==> src/verilog/apb_periph_pkg.sv <==
// APB peripheral package with bus structs, state and register enums, address map and IDs
package apb_periph_pkg;

    localparam logic [1:0]  DESCR_TYPE_SLAVE = 2'h2;     // Descriptor type of a slave device
    localparam logic [15:0] VENDOR_ID        = 16'h00f1;
    localparam logic [15:0] DEVICE_ID        = 16'h0a81;
    localparam int          GPIO_WIDTH       = 16;       // Number of GPIO pins

    // Unit select field of the request address
    localparam int         UNIT_SEL_LSB = 8;
    localparam int         UNIT_SEL_MSB = 11;
    localparam logic [3:0] UNIT_GPIO    = 4'd0;
    localparam logic [3:0] UNIT_TIMER   = 4'd1;

    // Register select field within a unit
    localparam int REG_SEL_LSB = 2;
    localparam int REG_SEL_MSB = 3;

    typedef struct packed {
        logic        psel;
        logic        penable;
        logic        pwrite;
        logic [31:0] paddr;
        logic [31:0] pwdata;
    } apb_in_t;

    typedef struct packed {
        logic        pready;
        logic [31:0] prdata;
        logic        pslverr;
    } apb_out_t;

    typedef struct packed {
        logic [31:0] addr_start;
        logic [31:0] addr_end;
    } map_info_t;

    typedef struct packed {
        logic [1:0]  descr_type;
        logic [15:0] vid;
        logic [15:0] did;
        logic [31:0] addr_start;
        logic [31:0] addr_end;
    } dev_cfg_t;

    typedef struct packed {
        logic        valid;
        logic [31:0] addr;
        logic        write;
        logic [31:0] wdata;
    } bus_req_t;

    typedef struct packed {
        logic        valid;
        logic [31:0] rdata;
        logic        err;
    } bus_resp_t;

    typedef enum logic [1:0] {
        ST_IDLE,
        ST_REQUEST,
        ST_WAIT_RESP,
        ST_RESP
    } slv_state_e;

    typedef enum logic [1:0] {
        GPIO_OUT = 2'd0,
        GPIO_DIR = 2'd1,
        GPIO_IN  = 2'd2     // Read only
    } gpio_reg_e;

    typedef enum logic [1:0] {
        TMR_CTRL    = 2'd0, // Bit 0 enables counting
        TMR_COUNT   = 2'd1,
        TMR_COMPARE = 2'd2,
        TMR_STATUS  = 2'd3  // Write 1 to bit 0 clears the flag
    } timer_reg_e;

endpackage

==> src/verilog/apb_decoder.sv <==
// Address decoder, steers requests to a unit and merges the unit responses
`timescale 1ns/100ps

module apb_decoder (
    input  logic                      i_clk,
    input  logic                      i_nrst,
    input  apb_periph_pkg::bus_req_t  i_req,
    output apb_periph_pkg::bus_req_t  o_gpio_req,
    output apb_periph_pkg::bus_req_t  o_timer_req,
    input  apb_periph_pkg::bus_resp_t i_gpio_resp,
    input  apb_periph_pkg::bus_resp_t i_timer_resp,
    output apb_periph_pkg::bus_resp_t o_resp
);

    localparam int SEL_W = apb_periph_pkg::UNIT_SEL_MSB - apb_periph_pkg::UNIT_SEL_LSB + 1;

    logic [SEL_W-1:0] unit_sel;
    logic             sel_gpio;
    logic             sel_timer;
    logic             err_valid;       // Own response for unmapped units

    assign unit_sel  = i_req.addr[apb_periph_pkg::UNIT_SEL_MSB:apb_periph_pkg::UNIT_SEL_LSB];
    assign sel_gpio  = (unit_sel == apb_periph_pkg::UNIT_GPIO);
    assign sel_timer = (unit_sel == apb_periph_pkg::UNIT_TIMER);

    always_comb begin
        o_gpio_req        = i_req;
        o_gpio_req.valid  = i_req.valid & sel_gpio;
        o_timer_req       = i_req;
        o_timer_req.valid = i_req.valid & sel_timer;
    end

    always_ff @(posedge i_clk or negedge i_nrst) begin
        if (!i_nrst) begin
            err_valid <= 1'b0;
        end else begin
            err_valid <= i_req.valid & ~sel_gpio & ~sel_timer;
        end
    end

    // Sources are one-hot, so a plain OR picks the active one
    always_comb begin
        o_resp.valid = i_gpio_resp.valid | i_timer_resp.valid | err_valid;
        o_resp.rdata = ({32{i_gpio_resp.valid}} & i_gpio_resp.rdata)
                     | ({32{i_timer_resp.valid}} & i_timer_resp.rdata);
        o_resp.err   = (i_gpio_resp.valid & i_gpio_resp.err)
                     | (i_timer_resp.valid & i_timer_resp.err)
                     | err_valid;
    end

endmodule

==> src/verilog/apb_periph.sv <==
// APB peripheral top, front end and decoder in front of the GPIO and timer units
`timescale 1ns/100ps

module apb_periph (
    input  logic                                  i_clk,
    input  logic                                  i_nrst,
    input  apb_periph_pkg::map_info_t             i_mapinfo,
    input  apb_periph_pkg::apb_in_t               i_apbi,
    output apb_periph_pkg::apb_out_t              o_apbo,
    output apb_periph_pkg::dev_cfg_t              o_cfg,
    input  logic [apb_periph_pkg::GPIO_WIDTH-1:0] i_gpio_in,
    output logic [apb_periph_pkg::GPIO_WIDTH-1:0] o_gpio_out,
    output logic [apb_periph_pkg::GPIO_WIDTH-1:0] o_gpio_dir,
    output logic                                  o_timer_irq
);

    apb_periph_pkg::bus_req_t  slv_req;
    apb_periph_pkg::bus_resp_t slv_resp;     // Merged response
    apb_periph_pkg::bus_req_t  gpio_req;
    apb_periph_pkg::bus_resp_t gpio_resp;
    apb_periph_pkg::bus_req_t  timer_req;
    apb_periph_pkg::bus_resp_t timer_resp;

    apb_slv u_apb_slv (
        .i_clk     (i_clk),
        .i_nrst    (i_nrst),
        .i_mapinfo (i_mapinfo),
        .o_cfg     (o_cfg),
        .i_apbi    (i_apbi),
        .o_apbo    (o_apbo),
        .o_req     (slv_req),
        .i_resp    (slv_resp)
    );

    apb_decoder u_apb_decoder (
        .i_clk        (i_clk),
        .i_nrst       (i_nrst),
        .i_req        (slv_req),
        .o_gpio_req   (gpio_req),
        .o_timer_req  (timer_req),
        .i_gpio_resp  (gpio_resp),
        .i_timer_resp (timer_resp),
        .o_resp       (slv_resp)
    );

    gpio_regs u_gpio_regs (
        .i_clk      (i_clk),
        .i_nrst     (i_nrst),
        .i_req      (gpio_req),
        .o_resp     (gpio_resp),
        .i_gpio_in  (i_gpio_in),
        .o_gpio_out (o_gpio_out),
        .o_gpio_dir (o_gpio_dir)
    );

    timer_regs u_timer_regs (
        .i_clk       (i_clk),
        .i_nrst      (i_nrst),
        .i_req       (timer_req),
        .o_resp      (timer_resp),
        .o_timer_irq (o_timer_irq)
    );

endmodule

==> src/verilog/apb_slv.sv <==
// APB slave front end, turns APB transfers into request and response strobes
`timescale 1ns/100ps

module apb_slv (
    input  logic                      i_clk,
    input  logic                      i_nrst,      // Active low
    input  apb_periph_pkg::map_info_t i_mapinfo,   // Window assigned by the interconnect
    output apb_periph_pkg::dev_cfg_t  o_cfg,       // Plug-and-play descriptor
    input  apb_periph_pkg::apb_in_t   i_apbi,
    output apb_periph_pkg::apb_out_t  o_apbo,
    output apb_periph_pkg::bus_req_t  o_req,
    input  apb_periph_pkg::bus_resp_t i_resp
);

    apb_periph_pkg::slv_state_e state;
    apb_periph_pkg::slv_state_e state_nxt;

    logic        req_valid;
    logic        req_valid_nxt;
    logic [31:0] req_addr;
    logic        req_write;
    logic [31:0] req_wdata;
    logic        resp_valid;
    logic        resp_valid_nxt;
    logic        resp_err;
    logic        resp_err_nxt;
    logic [31:0] resp_rdata;
    logic        capture_req;
    logic        capture_resp;

    always_comb begin
        state_nxt      = state;
        req_valid_nxt  = 1'b0;         // Request is a single pulse
        resp_valid_nxt = resp_valid;
        resp_err_nxt   = resp_err;
        capture_req    = 1'b0;
        capture_resp   = 1'b0;

        case (state)
            apb_periph_pkg::ST_IDLE: begin
                resp_valid_nxt = 1'b0;
                resp_err_nxt   = 1'b0;
                if (i_apbi.psel) begin
                    state_nxt     = apb_periph_pkg::ST_REQUEST;
                    req_valid_nxt = 1'b1;
                    capture_req   = 1'b1;
                end
            end
            apb_periph_pkg::ST_REQUEST: begin
                state_nxt = apb_periph_pkg::ST_WAIT_RESP;  // One wait state
            end
            apb_periph_pkg::ST_WAIT_RESP: begin
                if (i_resp.valid) begin
                    state_nxt      = apb_periph_pkg::ST_RESP;
                    resp_valid_nxt = 1'b1;
                    resp_err_nxt   = i_resp.err;
                    capture_resp   = 1'b1;
                end
            end
            apb_periph_pkg::ST_RESP: begin
                // Hold pready until the master is in its access phase
                if (i_apbi.penable) begin
                    state_nxt      = apb_periph_pkg::ST_IDLE;
                    resp_valid_nxt = 1'b0;
                    resp_err_nxt   = 1'b0;
                end
            end
            default: state_nxt = apb_periph_pkg::ST_IDLE;
        endcase
    end

    always_ff @(posedge i_clk or negedge i_nrst) begin
        if (!i_nrst) begin
            state      <= apb_periph_pkg::ST_IDLE;
            req_valid  <= 1'b0;
            resp_valid <= 1'b0;
            resp_err   <= 1'b0;
        end else begin
            state      <= state_nxt;
            req_valid  <= req_valid_nxt;
            resp_valid <= resp_valid_nxt;
            resp_err   <= resp_err_nxt;
        end
    end

    always_ff @(posedge i_clk) begin
        if (capture_req) begin
            req_addr  <= i_apbi.paddr;
            req_write <= i_apbi.pwrite;
            req_wdata <= i_apbi.pwdata;
        end
        if (capture_resp) begin
            resp_rdata <= i_resp.rdata;
        end
    end

    always_comb begin
        o_req.valid    = req_valid;
        o_req.addr     = req_addr;
        o_req.write    = req_write;
        o_req.wdata    = req_wdata;
        o_apbo.pready  = resp_valid;
        o_apbo.prdata  = resp_rdata;
        o_apbo.pslverr = resp_err;
    end

    // Descriptor follows the map info directly
    always_comb begin
        o_cfg.descr_type = apb_periph_pkg::DESCR_TYPE_SLAVE;
        o_cfg.vid        = apb_periph_pkg::VENDOR_ID;
        o_cfg.did        = apb_periph_pkg::DEVICE_ID;
        o_cfg.addr_start = i_mapinfo.addr_start;
        o_cfg.addr_end   = i_mapinfo.addr_end;
    end

endmodule

==> src/verilog/gpio_regs.sv <==
// GPIO register unit with output, direction and synchronized input registers
`timescale 1ns/100ps

module gpio_regs (
    input  logic                                  i_clk,
    input  logic                                  i_nrst,
    input  apb_periph_pkg::bus_req_t              i_req,
    output apb_periph_pkg::bus_resp_t             o_resp,
    input  logic [apb_periph_pkg::GPIO_WIDTH-1:0] i_gpio_in,   // Asynchronous pins
    output logic [apb_periph_pkg::GPIO_WIDTH-1:0] o_gpio_out,
    output logic [apb_periph_pkg::GPIO_WIDTH-1:0] o_gpio_dir   // 1 drives the pin
);

    localparam int W   = apb_periph_pkg::GPIO_WIDTH;
    localparam int PAD = 32 - W;

    logic [W-1:0] gpio_out;
    logic [W-1:0] gpio_dir;
    logic [W-1:0] sync_q1;
    logic [W-1:0] sync_q2;
    logic [1:0]   reg_sel;
    logic         bad_access;
    logic [31:0]  rdata_nxt;
    logic         wr_en;
    logic         resp_valid;
    logic         resp_err;
    logic [31:0]  resp_rdata;

    assign reg_sel = i_req.addr[apb_periph_pkg::REG_SEL_MSB:apb_periph_pkg::REG_SEL_LSB];

    always_comb begin
        bad_access = 1'b0;
        rdata_nxt  = '0;
        case (reg_sel)
            apb_periph_pkg::GPIO_OUT: rdata_nxt = {{PAD{1'b0}}, gpio_out};
            apb_periph_pkg::GPIO_DIR: rdata_nxt = {{PAD{1'b0}}, gpio_dir};
            apb_periph_pkg::GPIO_IN: begin
                rdata_nxt  = {{PAD{1'b0}}, sync_q2};
                bad_access = i_req.write;          // Input port is read only
            end
            default: bad_access = 1'b1;            // Offset 3 is unmapped
        endcase
    end

    assign wr_en = i_req.valid & i_req.write & ~bad_access;

    always_ff @(posedge i_clk or negedge i_nrst) begin
        if (!i_nrst) begin
            gpio_out   <= '0;
            gpio_dir   <= '0;
            resp_valid <= 1'b0;
            resp_err   <= 1'b0;
        end else begin
            resp_valid <= i_req.valid;
            if (i_req.valid) resp_err <= bad_access;
            if (wr_en && reg_sel == apb_periph_pkg::GPIO_OUT) gpio_out <= i_req.wdata[W-1:0];
            if (wr_en && reg_sel == apb_periph_pkg::GPIO_DIR) gpio_dir <= i_req.wdata[W-1:0];
        end
    end

    // Two-flop synchronizer and read data
    always_ff @(posedge i_clk) begin
        sync_q1 <= i_gpio_in;
        sync_q2 <= sync_q1;
        if (i_req.valid) resp_rdata <= rdata_nxt;
    end

    assign o_resp.valid = resp_valid;
    assign o_resp.rdata = resp_rdata;
    assign o_resp.err   = resp_err;
    assign o_gpio_out   = gpio_out;
    assign o_gpio_dir   = gpio_dir;

endmodule

==> src/verilog/timer_regs.sv <==
// Timer register unit with free-running counter, compare and sticky interrupt flag
`timescale 1ns/100ps

module timer_regs (
    input  logic                      i_clk,
    input  logic                      i_nrst,
    input  apb_periph_pkg::bus_req_t  i_req,
    output apb_periph_pkg::bus_resp_t o_resp,
    output logic                      o_timer_irq
);

    logic [1:0]  reg_sel;
    logic        enable;
    logic [31:0] count;
    logic [31:0] compare;
    logic        irq_flag;
    logic        wr_en;
    logic        match;
    logic [31:0] rdata_nxt;
    logic        resp_valid;
    logic [31:0] resp_rdata;

    assign reg_sel = i_req.addr[apb_periph_pkg::REG_SEL_MSB:apb_periph_pkg::REG_SEL_LSB];
    assign wr_en   = i_req.valid & i_req.write;
    assign match   = (count == compare);

    always_comb begin
        case (reg_sel)
            apb_periph_pkg::TMR_CTRL:    rdata_nxt = {31'd0, enable};
            apb_periph_pkg::TMR_COUNT:   rdata_nxt = count;
            apb_periph_pkg::TMR_COMPARE: rdata_nxt = compare;
            default:                     rdata_nxt = {31'd0, irq_flag};   // Status
        endcase
    end

    always_ff @(posedge i_clk or negedge i_nrst) begin
        if (!i_nrst) begin
            enable     <= 1'b0;
            count      <= '0;
            compare    <= '1;          // Stays clear of the reset count
            irq_flag   <= 1'b0;
            resp_valid <= 1'b0;
        end else begin
            resp_valid <= i_req.valid;

            if (wr_en && reg_sel == apb_periph_pkg::TMR_CTRL) enable <= i_req.wdata[0];

            // Bus write wins over counting
            if (wr_en && reg_sel == apb_periph_pkg::TMR_COUNT) begin
                count <= i_req.wdata;
            end else if (enable) begin
                count <= count + 32'd1;
            end

            if (wr_en && reg_sel == apb_periph_pkg::TMR_COMPARE) compare <= i_req.wdata;

            // A match in the same cycle as a clear keeps the flag set
            if (match) begin
                irq_flag <= 1'b1;
            end else if (wr_en && reg_sel == apb_periph_pkg::TMR_STATUS && i_req.wdata[0]) begin
                irq_flag <= 1'b0;
            end
        end
    end

    always_ff @(posedge i_clk) begin
        if (i_req.valid) resp_rdata <= rdata_nxt;
    end

    assign o_resp.valid = resp_valid;
    assign o_resp.rdata = resp_rdata;
    assign o_resp.err   = 1'b0;         // Every offset is mapped
    assign o_timer_irq  = irq_flag;

endmodule
==> config.mk <==
export PLATFORM = sky130hd
export DESIGN_NAME = apb_periph
export DESIGN_NICKNAME = d
export VERILOG_FILES = /design/src/verilog/apb_periph_pkg.sv /design/src/verilog/apb_decoder.sv /design/src/verilog/apb_periph.sv /design/src/verilog/apb_slv.sv /design/src/verilog/gpio_regs.sv /design/src/verilog/timer_regs.sv
export SDC_FILE = /design/constraint.sdc
export NUM_CORES = 1
export LEC_CHECK = 0
export ABC_AREA = 1
export BUFFER_PORTS_ARGS = -buffer_cell sky130_fd_sc_hd__buf_2
export CAP_MARGIN = 20
export CORE_MARGIN = 2
export CORE_UTILIZATION = 50
export DETAILED_ROUTE_END_ITERATION = 8
export MAX_ROUTING_LAYER = met4
export PLACE_DENSITY = 0.75
export SLEW_MARGIN = 30
export SYNTH_ARGS = -nofsm -noshare
export SYNTH_HDL_FRONTEND = slang
export SYNTH_HIERARCHICAL = 1
export SYNTH_SLANG_ARGS = --single-unit
==> constraint.sdc <==
create_clock -name i_clk -period 7.3 [get_ports i_clk]
set_input_delay 1.46 -clock i_clk [delete_from_list [all_inputs] [get_ports i_clk]]
set_output_delay 1.46 -clock i_clk [all_outputs]
set_load 0.01 [all_outputs]
==> out/metrics.cfg, run 1 <==
[outcome]
status=complete, no violations

[drt]
vias=8500
ant_nets=0
drt_iter0_drc=690
wl_met3_um=1800
post-route-drc-count=0
route.met2.wl_um=13000
dr.pass1.iters=5
vias_per_cell=4.97
met1_length_um=11300
wirelength_um=27100
drt-wirelength-per-cell_um=15.9
top_layer_used=met4

[floorplan]
ios=314
die_width_um=163
fp.dieH_um=163
die_area_um2=26600
rows=58
initial_core_util_pct=50.6
core_um2=25000

[critical_path]
slowest_stage=nand2_1
crit_family=buffers and inverters
critPathCaptureType=flop
cpMostUsedCell=nand2_1
arrival_ps=3460
cpPeakStageDelay_ps=560
r2r-start=u_apb_slv/req_addr[9]
critPathMaxFanout=34
cp_data_required_time_ps=7770
critical_path.startpoint=u_apb_slv/req_addr[9]
crit_path_start_kind=flop
crit_chain=nor2_1, nand2_1, nor2_2, buf_4, nand2_1, inv_1, nand2_1, buf_4, mux2_2
crit_type=flop to flop
crit_buf_inv=3

[clocking]
clk_latency_ps=540
cts-root-buf=clkbuf_16
cts_resized=0
path_clk_slew_ps=60
cts_tree=done
cts_max_level=1
numCtsBuffers=27
clock_sinks=258
hold_buffers=0
cts.path.max_buffers=3
post_cts_buffers=0

[finish]
finalNetCount=1513
n_fill_cell=2250
seq_area_um2=6930
syn_to_final_growth_pct=4.06
antenna_cells=0
final_layout_size_suffix_gt1_share_pct=18.8
multi_input_area_um2=3790

[grt]
grt_pass1_vias=7968
grtUsageTotal_pct=20.8
grt_overflow=0
grt_pass1_wl_um=42100
grt_max_degree=69
antenna_found_initial=0

[timing]
setup_viol=0
tns_ps=0
fin_skew_ps=14.1
timing.final.crit_share_pct=40.9
hold_viol_final=0
max_slew.worst_pin.slew_ps=896
rsz0062_at_grt=no
fmax_mhz=335
maxSlewViolCount=0
period_needed_ps=2990
maxSlewHeadroom_pct=40.2

[min_path]
hold_path.startpoint=u_gpio_regs/sync_q1[1]
hold_class=flop to flop

[logic_synthesis]
syn_inst=1367
syn_avg_cell_area_um2=9.26
ys_warn_count=6
synth_area_um2=12700

[place]
dpl.hpwl_um=18600
gp_congestion=0.929
io_buffers=125

[power_and_ir_drop]
powerDensity_nw_per_um2=303
ir_drop_mv=0.165
power_mw=3.99
p_leak_nw=6.01

[job]
maxCapViolations=0

==> cell type report <==
type | instances | share of cell area (%)
Clock buffer | 31 | 5.32
Clock inverter | 19 | 1.27
Inverter | 127 | 3.62
Multi-Input combinational cell | 812 | 28.8
Sequential cell | 258 | 52.6
Tap cell | 330 | 3.13
Timing Repair Buffer | 133 | 5.25
==> final timing paths <==
path	depth (start not counted)	end	slack, ps
max	9	u_timer_regs/compare[2]	4310
min	0	u_gpio_regs/sync_q2[1]	320
max reg2reg	9	u_timer_regs/compare[2]	4310
min reg2reg	0	u_gpio_regs/sync_q2[1]	320
max in group asynchronous	2	u_gpio_regs/o_gpio_out[0]	5310
min in group asynchronous	1	u_timer_regs/count[19]	910
==> power breakdown <==
part | internal [mW] | total [mW] | switching (mW) | leakage (nW)
combinational | 0.256 | 0.740 | 0.484 | 2.85
sequential | 1.75 | 1.91 | 0.166 | 2.72
clock | 0.767 | 1.34 | 0.570 | 0.438
total | 2.77 | 3.99 | 1.22 | 6.01
==> through the flow <==
step | hold slack [ps] | area (um2) | utilization, % | cells | setup slack [ps]
global route | 329 | 13200 | 52.6 | 1710 | 4020
global placement | 312 | 12300 | 49.1 | 1660 | 4360
finish | 324 | 13200 | 52.6 | 1710 | 4310
detailed placement | 312 | 12300 | 49.1 | 1660 | 4310
CTS | 325 | 13200 | 52.6 | 1710 | 4290
floorplan | 310 | 12800 | - | 1414 | 4120
==> registers in the layout, indices dropped and copies added, names as in the netlist, 2 cells and up <==
signal and count:
u_timer_regs/count 32, u_gpio_regs/resp_rdata 16, u_gpio_regs/sync_q2 16, u_apb_slv/req_addr 6
u_apb_slv/state 2, u_gpio_regs/sync_q1 16, u_apb_slv/resp_rdata 32, u_gpio_regs/o_gpio_out 16
u_apb_slv/req_wdata 32, u_timer_regs/resp_rdata 32, u_gpio_regs/o_gpio_dir 16, u_timer_regs/compare 32
==> worst register-to-register path, delay by kind of cell, from the launching register on <==
| kind | cells | cell delay [ps] |
|---|---|---|
| mux | 1 | 310 |
| buf+inv | 3 | 1130 |
| flops | 1 | 360 |
| simple gates | 5 | 1120 |
==> cell usage in the layout (no fill, tap or decap), types with 2 or more instances in the layout <==
cell	count
a21oi_1	9
buf_2	124
buf_4	8
bufinv_16	2
clkbuf_1	3
clkbuf_16	27
clkinv_1	3
clkinv_2	11
conb_1	51
dfrtp_1	75
dfstp_2	32
dfxtp_1	32
edfxtp_1	119
ha_1	5
inv_1	118
inv_2	8
mux2_2	2
nand2_1	436
nand2_2	14
nand2_4	3
nand3_1	86
nand3_2	3
nand4_1	5
nor2_1	54
nor2_2	8
nor2_4	5
o21ai_0	51
o21bai_1	6
o22ai_1	31
o22ai_2	4
xnor2_1	21
xor2_1	13
==> per-layer routing <==
metal,vias up,track usage (%)
met5,-,-
met1,4004,26.1
li1,4111,-
met2,304,33.9
met3,81,3.10
met4,0,8.49
(Power assumes the default switching activity.)
==> run 2, diff against run 1 <==
--- a/config.mk
+++ b/config.mk
@@ -12,7 +12,7 @@
 export CORE_UTILIZATION = 50
 export DETAILED_ROUTE_END_ITERATION = 8
 export MAX_ROUTING_LAYER = met4
-export PLACE_DENSITY = 0.75
+export PLACE_DENSITY = 0.78
 export SLEW_MARGIN = 30
 export SYNTH_ARGS = -nofsm -noshare
 export SYNTH_HDL_FRONTEND = slang
==> constraint.sdc (replaced) <==
create_clock -name i_clk -period 2.4 [get_ports i_clk]
set_input_delay 0.48 -clock i_clk [delete_from_list [all_inputs] [get_ports i_clk]]
set_output_delay 0.48 -clock i_clk [all_outputs]
set_load 0.01 [all_outputs]
==> run 2 against run 1 <==
- setup slack worse by 3800 ps
- routed wire length is 2.2% higher
- highest routed layer unchanged
- critical path depth is 2 lower
- largest cell class unchanged
- combinational power grew to 3.2 times the previous value
- clock skew is 2.0 ps lower
- sequential cell count stayed put
- worst hold slack worse by 290 ps
==> out/metrics.cfg, run 2 (synthesized netlist as in run 1, its figures left out) <==
[clocking]
hold_buffers=1
cts.path.max_buffers=3
cts-root-buf=clkbuf_16
path_clk_slew_ps=60
cts_tree=done
cts_max_level=1
post_cts_buffers=0
cts_resized=0
clock_sinks=258
clk_latency_ps=540
numCtsBuffers=27

[critical_path]
cp_data_required_time_ps=2860
r2r-start=u_apb_slv/req_addr[2]
crit_path_start_kind=flop
rr_worst_depth=7
r2r-end=u_timer_regs/count[22]
critPathCaptureType=flop
critPathMaxFanout=19
r2r_setup_slack_ps=470
crit_type=flop to flop
arrival_ps=2400

[outcome]
status=complete, no violations

[power_and_ir_drop]
power_mw=12.1
ir_drop_mv=0.425
powerDensity_nw_per_um2=908
p_leak_nw=6.06

[grt]
use_met1_pct=27.9
grt_pass1_wl_um=43100
grt_pass1_vias=8065
grt_use_met2_pct=33.6
grt_busiest_layer=met2
grt_overflow=0
grtUsageTotal_pct=21.3
grt_max_degree=60
grt_use_met3_pct=2.82
antenna_found_initial=0

[drt]
vias_per_cell=4.97
post-route-drc-count=0
wirelength_um=27700
vias=8568
drt-wirelength-per-cell_um=16.1
ant_nets=0
dr.pass1.iters=5
drt_iter0_drc=760

[job]
maxCapViolations=0

[timing]
period_needed_ps=1930
maxSlewViolCount=0
maxSlewHeadroom_pct=57.8
timing.final.crit_share_pct=80.6
fmax_mhz=517
rsz0062_at_grt=no
hold_viol_final=0
max_slew.worst_pin.slew_ps=630
setup_viol=0
fin_skew_ps=12.2
tns_ps=0

[floorplan]
initial_core_util_pct=50.6
rows=58
core_um2=25000
die_area_um2=26600
die_width_um=163
fp.dieH_um=163
ios=314

[min_path]
hold_path.startpoint=i_gpio_in[4]
hold_class=primary input to flop
min_delay_path_depth=1
min_to=u_gpio_regs/sync_q1[4]

[finish]
final_cell_mix=nand2_1 (436), buf_2 (124), edfxtp_1 (119)
fin_area_um2=13300
finalNetCount=1527
final_layout_size_suffix_gt1_share_pct=19.2
syn_to_final_growth_pct=4.91
n_fill_cell=2223
final_cells=1723
layout_commonest_cell=nand2_1
antenna_cells=0
utilization_pct=53.1

[place]
placed_cell_area_um2=12400
dpl.hpwl_um=19700
io_buffers=125
gp_congestion=0.934
dp.cells=1673

run 2: changes by cell type in the layout (fill, tap and decap cells not counted), sizes merged:
cell / before / now
clkinvlp: 1 / 0
bufinv: 2 / 0
dlygate4sd3: 0 / 1
buf: 133 / 146
inv: 129 / 128
clkbuf: 31 / 39
clkinv: 14 / 9
run 2: metrics by stage:
step | worst slack (ps) | hold slack [ps]
global route | 299 | 29.6
finish | 466 | 37.2
global placement | 512 | 313
floorplan | 225 | 184
CTS | 455 | 22.7
detailed placement | 474 | 313
run 2: worst max-delay path by stage:
stage,start,slack [ps],endpoint,cells after the start
2_1_floorplan,u_apb_slv/req_addr[9],220,u_timer_regs/count[0],12
3_3_place_gp,u_apb_slv/req_addr[2],510,u_timer_regs/count[22],7
3_5_place_dp,u_apb_slv/req_addr[2],470,u_timer_regs/count[22],7
4_1_cts,u_apb_slv/req_addr[2],460,u_timer_regs/count[22],7
5_1_grt,u_apb_slv/req_addr[2],300,u_timer_regs/count[22],7
6_report,u_apb_slv/req_addr[2],470,u_timer_regs/count[22],7
run 2: layout make-up:
class | count | area, um2 | share of cell area [%]
multi-input combinational | 812 | 3800 | 28.6
clock inverter | 10 | 67.6 | 0.509
clock buffer | 39 | 762 | 5.74
sequential | 258 | 6930 | 52.2
tap | 330 | 413 | 3.11
inverter | 127 | 477 | 3.59
timing repair buffer | 147 | 833 | 6.27
run 2: critical path, cell delays in order (launching register included):
cell,delay [ps]
edfxtp_1,580
nand2_4,280
nor2_4,60
inv_2,270
nand2_2,100
inv_2,330
nand2_1,100
o21bai_1,120
run 2: metal layers:
| layer | vias up | routed length [um] |
|---|---|---|
| met1 | 3989 | 11300 |
| met3 | 102 | 1980 |
| met5 | - | 0 |
| met2 | 331 | 13300 |
| met4 | 0 | 1200 |
| li1 | 4146 | - |
run 2: report_power, final:
group          switching (mW)  leakage [nW]  internal (mW)
clock network            1.69         0.413           2.22
logic                    1.51          2.93          0.835
registers               0.501          2.72           5.31
